==> config.mk <==
export PLATFORM = sky130hd
export DESIGN_NAME = nocif_read_ig_cvt
export DESIGN_NICKNAME = d
export VERILOG_FILES = /design/src/hw/nocif_read_pkg.sv /design/src/hw/ar_skid_pipe.sv /design/src/hw/nocif_read_ig_cvt.sv /design/src/hw/os_credit_ctrl.sv /design/src/hw/read_cmd_decode.sv
export SDC_FILE = /design/constraint.sdc
export NUM_CORES = 1
export LEC_CHECK = 0
export BUFFER_PORTS_ARGS = -buffer_cell sky130_fd_sc_hd__buf_4
export CORE_MARGIN = 1.5
export CORE_UTILIZATION = 40
export DETAILED_ROUTE_END_ITERATION = 6
export SYNTH_ARGS = -nofsm -noshare
export SYNTH_HDL_FRONTEND = slang
export SYNTH_SLANG_ARGS = --single-unit
==> constraint.sdc <==
create_clock -name nvdla_core_clk -period 6.89 [get_ports nvdla_core_clk]
set_input_delay 0.689 -clock nvdla_core_clk [delete_from_list [all_inputs] [get_ports nvdla_core_clk]]
set_output_delay 0.689 -clock nvdla_core_clk [all_outputs]
set_load 0.01 [all_outputs]
==> src/hw/nocif_read_pkg.sv <==
// shared widths, client id table and packed payloads for the read ingress path
// address width is fixed here since every packed struct below depends on it
// all ten DMA read clients are assumed present; the id table is not configurable
// rd_req_t field order must match the splitter's packing

package nocif_read_pkg;

  // ======================================================================
  // widths
  // ======================================================================

  // memory address bits carried end to end
  localparam int mem_addr_width = 64;

  // 32-byte atom, low address bits cleared on the AXI side
  localparam int atom_log2 = 5;

  // client AXI id as seen on the request
  localparam int axid_width = 4;

  // context queue thread index
  localparam int thread_id_width = 4;

  // outstanding beat counter, room for 256 beats plus margin
  localparam int os_cnt_width = 9;

  // ======================================================================
  // client id table
  // ======================================================================

  localparam int num_read_clients = 10;

  // thread i serves the client whose axid is entry i
  // order: bdma, sdp, pdp, cdp, rubik, sdp_b, sdp_n, sdp_e, cdma_dat, cdma_wt style slots
  localparam logic [axid_width-1:0] client_axid_table [num_read_clients] = '{
    4'd0, 4'd8, 4'd9, 4'd3, 4'd2, 4'd4, 4'd1, 4'd5, 4'd7, 4'd6
  };

  // ======================================================================
  // packed payloads
  // ======================================================================

  // read request from the splitter, 75 bits
  typedef struct packed {
    logic                      ftran;
    logic                      ltran;
    logic                      odd;
    logic                      swizzle;
    logic [2:0]                size;
    logic [mem_addr_width-1:0] addr;
    logic [axid_width-1:0]     axid;
  } rd_req_t;

  // AXI read command before zero extension, 70 bits
  typedef struct packed {
    logic [axid_width-1:0]     axid;
    logic [mem_addr_width-1:0] addr;
    logic [1:0]                len;
  } axi_cmd_t;

  // context queue entry consumed by the egress side, 7 bits
  typedef struct packed {
    logic       ldrop;
    logic       fdrop;
    logic       ltran;
    logic       odd;
    logic       swizzle;
    logic [1:0] lens;
  } cq_entry_t;

endpackage

==> src/hw/ar_skid_pipe.sv <==
// two-deep register stage for the AXI read command
// in_ready is registered, so it falls one cycle after the stage fills
// the skid entry absorbs the command taken in that cycle
// in_valid may be raised without in_ready; nothing is taken until ready is high

module ar_skid_pipe
  import nocif_read_pkg::*;
(
  input  logic     nvdla_core_clk,
  input  logic     nvdla_core_rstn,
  input  logic     in_valid,
  output logic     in_ready,
  input  axi_cmd_t in_cmd,
  output logic     out_valid,
  input  logic     out_ready,
  output axi_cmd_t out_cmd
);

  logic     skid_ready_q;
  logic     skid_valid;
  axi_cmd_t skid_data;
  logic     skid_catch;
  logic     skid_ready;
  logic     skid_pipe_valid;
  axi_cmd_t skid_pipe_data;
  logic     pipe_valid;
  axi_cmd_t pipe_data;
  logic     pipe_ready_bc;

  // ======================================================================
  // skid stage
  // ======================================================================

  // taken upstream but the pipe register cannot accept it
  assign skid_catch = in_valid & skid_ready_q & ~pipe_ready_bc;

  // ready next cycle only if the skid stays empty
  assign skid_ready = skid_valid ? pipe_ready_bc : ~skid_catch;

  always_ff @(posedge nvdla_core_clk or negedge nvdla_core_rstn) begin
    if (!nvdla_core_rstn) begin
      skid_valid   <= 1'b0;
      skid_ready_q <= 1'b1;
    end else begin
      skid_valid   <= skid_valid ? ~pipe_ready_bc : skid_catch;
      skid_ready_q <= skid_ready;
    end
  end

  always_ff @(posedge nvdla_core_clk) begin
    if (skid_catch) begin
      skid_data <= in_cmd;
    end
  end

  assign in_ready = skid_ready_q;

  // bypass the skid while it is empty
  assign skid_pipe_valid = skid_ready_q ? in_valid : skid_valid;
  assign skid_pipe_data  = skid_ready_q ? in_cmd : skid_data;

  // ======================================================================
  // pipe register, bubble collapsing
  // ======================================================================

  // an empty register always loads
  assign pipe_ready_bc = out_ready | ~pipe_valid;

  always_ff @(posedge nvdla_core_clk or negedge nvdla_core_rstn) begin
    if (!nvdla_core_rstn) begin
      pipe_valid <= 1'b0;
    end else begin
      pipe_valid <= pipe_ready_bc ? skid_pipe_valid : 1'b1;
    end
  end

  always_ff @(posedge nvdla_core_clk) begin
    if (pipe_ready_bc && skid_pipe_valid) begin
      pipe_data <= skid_pipe_data;
    end
  end

  assign out_valid = pipe_valid;
  assign out_cmd   = pipe_data;

endmodule

==> src/hw/nocif_read_ig_cvt.sv <==
// ingress converter of the DRAM read path, splitter request to AXI AR
// one context queue write per accepted request, in the accept cycle
// AR leaves one cycle after accept at the earliest
// arid and arlen are zero extended; no AXI size, user or tie-off signals

module nocif_read_ig_cvt
  import nocif_read_pkg::*;
#(
  parameter bit half_atom_en = 1'b1
) (
  input  logic                       nvdla_core_clk,
  input  logic                       nvdla_core_rstn,
  // splitter request
  input  logic                       spt2cvt_req_valid,
  output logic                       spt2cvt_req_ready,
  input  rd_req_t                    spt2cvt_req_pd,
  // context queue write
  output logic                       cq_wr_pvld,
  input  logic                       cq_wr_prdy,
  output logic [thread_id_width-1:0] cq_wr_thread_id,
  output cq_entry_t                  cq_wr_pd,
  // AXI read address
  output logic                       mcif2noc_axi_ar_arvalid,
  input  logic                       mcif2noc_axi_ar_arready,
  output logic [7:0]                 mcif2noc_axi_ar_arid,
  output logic [mem_addr_width-1:0]  mcif2noc_axi_ar_araddr,
  output logic [3:0]                 mcif2noc_axi_ar_arlen,
  // credit return and limit
  input  logic                       eg2ig_axi_vld,
  input  logic [7:0]                 reg2dp_rd_os_cnt
);

  axi_cmd_t axi_cmd;
  axi_cmd_t opipe_cmd;
  logic     pipe_valid;
  logic     pipe_ready;

  // ======================================================================
  // decode
  // ======================================================================

  read_cmd_decode #(
    .half_atom_en (half_atom_en)
  ) u_decode (
    .req       (spt2cvt_req_pd),
    .cmd       (axi_cmd),
    .cq_entry  (cq_wr_pd),
    .thread_id (cq_wr_thread_id)
  );

  // outstanding limit and three-way accept
  os_credit_ctrl u_credit (
    .nvdla_core_clk   (nvdla_core_clk),
    .nvdla_core_rstn  (nvdla_core_rstn),
    .req_valid        (spt2cvt_req_valid),
    .len              (axi_cmd.len),
    .pipe_ready       (pipe_ready),
    .cq_wr_prdy       (cq_wr_prdy),
    .eg2ig_axi_vld    (eg2ig_axi_vld),
    .reg2dp_rd_os_cnt (reg2dp_rd_os_cnt),
    .req_ready        (spt2cvt_req_ready),
    .cq_wr_pvld       (cq_wr_pvld),
    .pipe_valid       (pipe_valid)
  );

  // ======================================================================
  // AR output stage
  // ======================================================================

  ar_skid_pipe u_ar_pipe (
    .nvdla_core_clk  (nvdla_core_clk),
    .nvdla_core_rstn (nvdla_core_rstn),
    .in_valid        (pipe_valid),
    .in_ready        (pipe_ready),
    .in_cmd          (axi_cmd),
    .out_valid       (mcif2noc_axi_ar_arvalid),
    .out_ready       (mcif2noc_axi_ar_arready),
    .out_cmd         (opipe_cmd)
  );

  // zero extension to the AXI port widths
  assign mcif2noc_axi_ar_arid   = {4'b0, opipe_cmd.axid};
  assign mcif2noc_axi_ar_araddr = opipe_cmd.addr;
  assign mcif2noc_axi_ar_arlen  = {2'b0, opipe_cmd.len};

endmodule

==> src/hw/os_credit_ctrl.sv <==
// outstanding beat limiter plus the accept interlock for the ingress path
// egress credits are registered once before they reach the counter
// limit is reg2dp_rd_os_cnt + 1 beats; the register is treated as static
// egress pulses must never exceed issued beats, the counter does not saturate

module os_credit_ctrl
  import nocif_read_pkg::*;
(
  input  logic       nvdla_core_clk,
  input  logic       nvdla_core_rstn,
  input  logic       req_valid,
  input  logic [1:0] len,
  input  logic       pipe_ready,
  input  logic       cq_wr_prdy,
  input  logic       eg2ig_axi_vld,
  input  logic [7:0] reg2dp_rd_os_cnt,
  output logic       req_ready,
  output logic       cq_wr_pvld,
  output logic       pipe_valid
);

  logic                    eg_vld_d;
  logic [os_cnt_width-1:0] os_cnt;
  logic [2:0]              req_beats;
  logic [2:0]              cnt_add;
  logic [os_cnt_width:0]   os_inp_nxt;
  logic [os_cnt_width:0]   os_limit;
  logic                    os_full;
  logic                    push;

  // ======================================================================
  // full test
  // ======================================================================

  // beats this request would add, len is beats minus one
  assign req_beats = {1'b0, len} + 3'd1;

  // projected count if the presented request were taken
  assign os_inp_nxt = {1'b0, os_cnt}
                    + {{(os_cnt_width - 2){1'b0}}, (req_valid ? req_beats : 3'd0)}
                    - {{os_cnt_width{1'b0}}, eg_vld_d};

  assign os_limit = {{(os_cnt_width - 7){1'b0}}, reg2dp_rd_os_cnt} + 1'b1;
  assign os_full  = os_inp_nxt > os_limit;

  // ======================================================================
  // accept interlock
  // ======================================================================

  // each side only sees the other two conditions, so a request
  // lands in the pipe and the context queue in the same cycle
  assign req_ready  = pipe_ready & cq_wr_prdy & ~os_full;
  assign cq_wr_pvld = req_valid & pipe_ready & ~os_full;
  assign pipe_valid = req_valid & cq_wr_prdy & ~os_full;

  assign push    = pipe_valid & pipe_ready;
  assign cnt_add = push ? req_beats : 3'd0;

  // ======================================================================
  // counter
  // ======================================================================

  // egress pulse delay, one cycle
  always_ff @(posedge nvdla_core_clk or negedge nvdla_core_rstn) begin
    if (!nvdla_core_rstn) begin
      eg_vld_d <= 1'b0;
    end else begin
      eg_vld_d <= eg2ig_axi_vld;
    end
  end

  // add and return may coincide
  always_ff @(posedge nvdla_core_clk or negedge nvdla_core_rstn) begin
    if (!nvdla_core_rstn) begin
      os_cnt <= '0;
    end else if (push || eg_vld_d) begin
      os_cnt <= os_cnt + {{(os_cnt_width - 3){1'b0}}, cnt_add}
                       - {{(os_cnt_width - 1){1'b0}}, eg_vld_d};
    end
  end

endmodule

==> src/hw/read_cmd_decode.sv <==
// purely combinational request decode, no state
// requests are expected atom aligned and must not cross a 256-byte block
// size[2:1] + inc must fit in two bits; an overflow is silently wrapped
// half_atom_en = 0 forces both drop flags low (atom equals memory width)

module read_cmd_decode
  import nocif_read_pkg::*;
#(
  parameter bit half_atom_en = 1'b1
) (
  input  rd_req_t                    req,
  output axi_cmd_t                   cmd,
  output cq_entry_t                  cq_entry,
  output logic [thread_id_width-1:0] thread_id
);

  // ======================================================================
  // alignment info
  // ======================================================================

  // extra beat for a single swizzled odd-size transfer
  logic       inc;
  // start sits on the upper half of a 64-byte word
  logic       stt_half;
  // end lands on the lower half of a 64-byte word
  logic       end_half;
  logic [1:0] axi_len;

  assign inc = req.ftran & req.ltran & req.size[0] & req.swizzle;

  // bit 5 of the start address, the odd 32B slot
  assign stt_half = req.addr[5];

  // low bit of (addr[7:5] + size) decides end alignment
  assign end_half = ~(req.addr[5] ^ req.size[0]);

  // beats minus one, size counts 32B atoms minus one
  assign axi_len = req.size[2:1] + {1'b0, inc};

  // ======================================================================
  // AXI command
  // ======================================================================

  assign cmd.axid = req.axid;
  // drop the atom offset
  assign cmd.addr = {req.addr[mem_addr_width-1:atom_log2], {atom_log2{1'b0}}};
  assign cmd.len  = axi_len;

  // ======================================================================
  // context queue entry
  // ======================================================================

  assign cq_entry.lens    = axi_len;
  assign cq_entry.swizzle = req.swizzle;
  assign cq_entry.odd     = req.odd;
  assign cq_entry.ltran   = req.ltran;

  // first beat carries an unwanted lower half
  assign cq_entry.fdrop = req.ftran & stt_half & half_atom_en;

  // last beat carries an unwanted upper half
  assign cq_entry.ldrop = req.ltran & end_half & half_atom_en;

  // ======================================================================
  // thread id lookup
  // ======================================================================

  // reverse scan so the lowest matching index wins
  // unknown ids fall back to thread 0
  always_comb begin
    thread_id = '0;
    for (int i = num_read_clients - 1; i >= 0; i--) begin
      if (req.axid == client_axid_table[i]) begin
        thread_id = thread_id_width'(i);
      end
    end
  end

endmodule

==> out/metrics.csv, run 1 <==
metric,value,unit
status,"finished, final reports clean",
initial antenna violation count,0,
Sink Count,143,
"commonest non-fill, non-tap cell in the layout",buf_4,
DRC violations left,0,
Final setup viols,0,
pwr dens,440.5,mW/mm²
FMAX,158.9,MHz
worst hold-check path type,input port to asynchronous set/reset pin,
RSZ-0062 raised after global routing,false,
Sequential Power Share,33.2,%
wire length on met3,725,µm
Fill cells,1343,
hold_ws,0.1211,ns
max_cap viols,0,
synthesized cell area,0.006531,mm²
post-route ant nets,0,
CP endpoint kind,flip-flop,
port bufs,160,
Vias per Instance,4.730,
min Tclk post-route,6.293,ns
area of the multi-input gates,0.002086,mm²
syn_area_per_cell,15.51,µm²
cts bufs inserted,17,
uppermost routed layer,met4,
Comb pwr share,43.2,%
Worst Clk Skew,0.008565,ns
Slew headroom,42.76,%
number of distinct library cells after synthesis,45,
R2R setup slack,1.44,ns
Final Slew Violations,0,
metal1 wirelength,5969,µm
GRT Total Usage,15.90,%
final period utilization,91.34,%
CP startpoint kind,input port,
largest net degree at the start of global routing,69,
# diodes,0,
WP data arrival,6.56,ns
Synth Warn #,0,
Reg-to-Reg End,u_credit.os_cnt[7]$_DFFE_PN0P_,
R2R cell count,26,
layout cells sized above 1,44.13,%
worst slew pin tran,0.8586,ns
# hold bufs at CTS,0,
post-CTS setup repair buffer count,0,
Leak Pwr,0.003481,µW
Core Area,0.01594,mm²
row count,46,
vias in the first global route,3957,
Internal,2514,µW
register area,0.004234,mm²
setup slack after layout,0.5965,ns
metal2 WL,6531,µm
ys async rst share,9.091,%
final hold vios,0,
WL final,13440,µm
PostCTS Resize Cnt,0,
grt total ovfl,0,
Crit Reg-Reg Startpoint,u_credit.os_cnt[0]$_DFFE_PN0P_,
synthesis-to-layout area growth,30.86,%
sequential-to-total area share from yosys stat,64.77,%
most frequent cells in the layout,"buf_4 (166), edfxtp_1 (130), mux2_2 (65)",
die span in y,130.8,µm
# nets final,713,
drt first pass iters,4,
#FFs+latches synth,143,
worst skew pair latency,0.41,ns
power share of the clock group,23.6,%
Net Sw Frac,33.23,%
"slowest stage delay, CP",0.35,ns
number of synthesized flops with an enable pin,130,
drt initial violations,203,
DR vias,3883,
DR WL/cell,16.37,µm
crit path kind,input port to flip-flop,
Initial Util,40.97,%
Critical-path top delay cell,o41ai_1,
Post-DP HPWL,9618,µm
switching power,1251,µW
Die W,130.8,µm
clock root cell,clkbuf_16,
CTS tree,built,
setup TNS,0,ns
first-pass GRT wire length,20460,µm
crit-path most repeated cell,ha_1,
H-Tree Depth,4,
"Top FF cell, synth",edfxtp_1,
Syn Inst Count,421,
maximum vdd ir drop,0.2677,mV
Die ar.,0.01710,mm²
Ports,179,
gpl congestion,0.7768,
pre-CTS setup slack,0.1412,ns
Clock Tree Buf Depth,2,
clock slew at reported path FFs,0.06,ns
critical-path maximum fanout,4,
CP Data Required Time,7.15,ns
[worst max path at each step]
stage	end	slack, ns	from	depth (start not counted)
3_3_place_gp	u_credit.os_cnt[7]$_DFFE_PN0P_	0.21	spt2cvt_req_pd[71]	31
4_1_cts	u_credit.os_cnt[6]$_DFFE_PN0P_	0.54	spt2cvt_req_pd[71]	31
5_1_grt	u_credit.os_cnt[7]$_DFFE_PN0P_	0.02	spt2cvt_req_pd[71]	31
6_report	u_credit.os_cnt[7]$_DFFE_PN0P_	0.60	spt2cvt_req_pd[71]	31
2_1_floorplan	u_ar_pipe.skid_data[0]$_DFFE_PP_	0.57	spt2cvt_req_pd[71]	20
3_5_place_dp	u_credit.os_cnt[6]$_DFFE_PN0P_	0.14	spt2cvt_req_pd[71]	31
[flip-flops by register name, summed over array words and instances (netlist names)]
| signal | cells |
|---|---|
| u_ar_pipe.out_cmd | 65 |
| u_ar_pipe.skid_data | 65 |
| u_credit.os_cnt | 9 |
| u_ar_pipe.in_ready | 1 |
| u_ar_pipe.out_valid | 1 |
| u_ar_pipe.skid_valid | 1 |
| u_credit.eg_vld_d | 1 |
[through the flow]
stage / utilization (%) / instances / area, µm² / total power, µW
global placement: 49.97 / 789 / 7966 / 2869
finish: 53.61 / 821 / 8547 / 3765
global route: 53.61 / 821 / 8547 / 4046
detailed placement: 49.97 / 789 / 7966 / 2907
CTS: 53.59 / 821 / 8543 / 3813
floorplan: - / 431 / 6569 / 2329
[cell type report]
| type | count | area share [%] |
|---|---|---|
| Multi-Input combinational cell | 237 | 24.40 |
| Clock buffer | 18 | 5.021 |
| Tap cell | 216 | 3.162 |
| Sequential cell | 143 | 49.54 |
| Inverter | 25 | 1.098 |
| Timing Repair Buffer | 168 | 15.05 |
| Clock inverter | 14 | 1.727 |
[worst max-delay path: cells and delay by family]
kind | cells | cell delay (ns)
XOR/XNOR | 3 | 0.62
multiplexers | 1 | 0.08
AO/OA/AOI/OAI | 10 | 1.94
adder cells (fa/ha/maj) | 7 | 1.78
AND/OR/NAND/NOR | 7 | 1.16
buffers and inverters | 3 | 0.27
[synthesized netlist by cell type, types with 2 or more instances]
cell type | instances | share of area [%]
buf_2 | 2 | 0.15
or3_1 | 2 | 0.19
mux2_2 | 65 | 11
a21oi_2 | 2 | 0.27
nor3b_1 | 3 | 0.34
xnor2_1 | 12 | 1.6
mux2_4 | 3 | 0.69
buf_4 | 15 | 1.7
ha_1 | 30 | 5.7
and2_1 | 3 | 0.29
inv_1 | 25 | 1.4
a21oi_1 | 14 | 1.1
clkbuf_1 | 6 | 0.34
nand4_1 | 3 | 0.29
and4_1 | 2 | 0.27
buf_6 | 2 | 0.34
xor2_1 | 11 | 1.5
nor2b_1 | 4 | 0.38
o21a_1 | 3 | 0.34
nor3_1 | 2 | 0.15
fa_1 | 2 | 0.61
nand2_1 | 12 | 0.69
nand3_1 | 7 | 0.54
dfrtp_1 | 12 | 4.6
nor2_1 | 10 | 0.57
o21bai_1 | 2 | 0.23
a21o_1 | 11 | 1.3
edfxtp_1 | 130 | 60
o21ai_0 | 5 | 0.38
mux2i_1 | 6 | 0.92
[power by group through the flow]
stage	Combinational, µW	Clock [µW]	Sequential, µW
2_1_floorplan	1000	0	1330
3_3_place_gp	1600	0	1260
3_5_place_dp	1640	0	1270
4_1_cts	1650	915	1250
5_1_grt	1830	952	1270
6_report	1630	889	1250
[cells by family (layout without fill, tap and decap cells)]
logic type	count (synthesis)	after routing	share of synthesized area [%]
simple gates	52	52	4.196
buf+inv	51	225	4.061
compound gates	45	45	4.655
xor+xnor	23	23	3.084
other cells	1	11	0.05742
mux	74	74	12.82
fa+ha+maj	32	32	6.360
flops	143	143	64.77
[layer usage]
metal / vias up / GRT usage (%)
met5: - / 0
met4: 0 / 6.076
met3: 11 / 4.560
met2: 120 / 25.91
met1: 1866 / 20.21
li1: 1886 / -
Power figures use the tool's default switching activity.
==> run 2, diff against run 1 <==
--- a/config.mk
+++ b/config.mk
@@ -9,4 +9,5 @@
 export CORE_MARGIN = 1.5
-export CORE_UTILIZATION = 40
+export CORE_UTILIZATION = 53
 export DETAILED_ROUTE_END_ITERATION = 6
+export PLACE_DENSITY = 0.81
 export SYNTH_ARGS = -nofsm -noshare
--- a/constraint.sdc
+++ b/constraint.sdc
@@ -3,2 +3,2 @@
 set_output_delay 0.689 -clock nvdla_core_clk [all_outputs]
-set_load 0.01 [all_outputs]
+set_load 0.05 [all_outputs]
==> out/metrics.csv, run 2 (synthesis results as in run 1) <==
metric,value,unit
R2R cell count,24,
# nets final,712,
Vias per Instance,5.362,
maximum vdd ir drop,0.5126,mV
Final setup viols,0,
FMAX,158.5,MHz
Clock Tree Buf Depth,2,
CP startpoint kind,input port,
synthesis-to-layout area growth,28.33,%
Core Area,0.01201,mm²
final period utilization,91.57,%
H-Tree Depth,4,
Critical-path top delay cell,o41ai_1,
Leak Pwr,0.003443,µW
vias in the first global route,4049,
setup TNS,0,ns
post-route ant nets,0,
worst skew pair latency,0.41,ns
clock slew at reported path FFs,0.06,ns
placed cell count,719,
WL final,13300,µm
cts bufs inserted,17,
crit path kind,input port to flip-flop,
crit-path most repeated cell,ha_1,
"commonest non-fill, non-tap cell in the layout",buf_4,
CTS tree,built,
Final Slew Violations,0,
CP Data Required Time,7.15,ns
grt total ovfl,0,
drt first pass iters,4,
gpl congestion,0.8307,
Reg-to-Reg End,u_credit.os_cnt[7]$_DFFE_PN0P_,
Die ar.,0.01300,mm²
row count,40,
Layout Cells excl Fill,748,
worst slew pin tran,0.6497,ns
Slew headroom,56.69,%
GRT Total Usage,20.98,%
layout cells sized above 1,43.93,%
Die W,114.0,µm
DR WL/cell,17.78,µm
critical-path maximum fanout,4,
R2R setup slack,1.43,ns
CP endpoint,u_credit.os_cnt[7]$_DFFE_PN0P_,
worst hold-check path type,input port to asynchronous set/reset pin,
PostCTS Resize Cnt,0,
"slowest stage delay, CP",0.35,ns
Initial Util,54.37,%
drt initial violations,323,
post-CTS setup repair buffer count,0,
Crit Reg-Reg Startpoint,u_credit.eg_vld_d$_DFF_PN0_,
most frequent cells in the layout,"buf_4 (166), edfxtp_1 (130), mux2_2 (65)",
status,"finished, final reports clean",
die span in y,114.0,µm
initial antenna violation count,0,
max_cap viols,0,
DR vias,4011,
# hold bufs at CTS,0,
clock root cell,clkbuf_16,
WP data arrival,6.57,ns
Sink Count,143,
Worst Clk Skew,0.006012,ns
largest net degree at the start of global routing,66,
CP endpoint kind,flip-flop,
final hold vios,0,
RSZ-0062 raised after global routing,false,
min Tclk post-route,6.309,ns
Ports,179,
DRC violations left,0,
pwr dens,494.2,mW/mm²
Post-DP HPWL,9051,µm
# diodes,0,
Critical Path Start,spt2cvt_req_pd[71],
first-pass GRT wire length,20480,µm
port bufs,160,
-- run 2: worst min path at each step --
stage,from,endpoint,cells past startpoint
finish,nvdla_core_rstn,u_credit.os_cnt[2]$_DFFE_PN0P_,1
global route,nvdla_core_rstn,u_credit.os_cnt[2]$_DFFE_PN0P_,1
CTS,nvdla_core_rstn,u_credit.os_cnt[2]$_DFFE_PN0P_,1
detailed placement,u_ar_pipe.skid_valid$_DFF_PN0_,u_ar_pipe.in_ready$_DFF_PN1_,1
global placement,u_ar_pipe.skid_valid$_DFF_PN0_,u_ar_pipe.in_ready$_DFF_PN1_,1
floorplan,nvdla_core_rstn,u_ar_pipe.out_valid$_DFF_PN0_,0
-- run 2: stage by stage --
step	power (µW)	worst slack, ns	hold slack [ns]	cell area [µm²]	utilization [%]
5_1_grt	4386	0.2041	0.1173	8382	69.78
4_1_cts	4172	0.6172	0.1097	8382	69.78
3_3_place_gp	3294	0.2992	0.4356	7874	65.55
6_report	4142	0.5809	0.1191	8382	69.78
2_1_floorplan	2811	0.1591	0.3934	6588	-
3_5_place_dp	3353	0.1831	0.4420	7874	65.55
-- run 2: final cells by class --
class | instances | area (µm²)
clock inverters | 9 | 71.32
fillers | 835 | 3630
inverters | 25 | 93.84
multi-input cells | 237 | 2100
well taps | 147 | 183.9
repair buffers | 167 | 1266
flip-flops and latches | 143 | 4230
clock buffers | 20 | 436.7
-- run 2: metal layers --
layer	GRT usage [%]	wire length (µm)	vias to the layer above
li1	-	-	1879
met1	25.73	5449	1953
met2	35.58	6804	162
met3	4.888	815	17
met4	9.417	233	0
met5	0	0	-
-- run 2: report_power, final --
group,internal (µW),switching [µW]
clock network,484,323
logic,766,1320
registers,1190,62.0
-- run 2: critical path, delay by kind of cell --
kind | cells | cell delay (ns)
and+or+nand+nor | 7 | 1.13
buffers and inverters | 3 | 0.24
adders and majority gates | 7 | 1.91
xor gates and xnor gates | 3 | 0.53
AOI/OAI and AO/OA | 10 | 1.98
muxes | 1 | 0.09
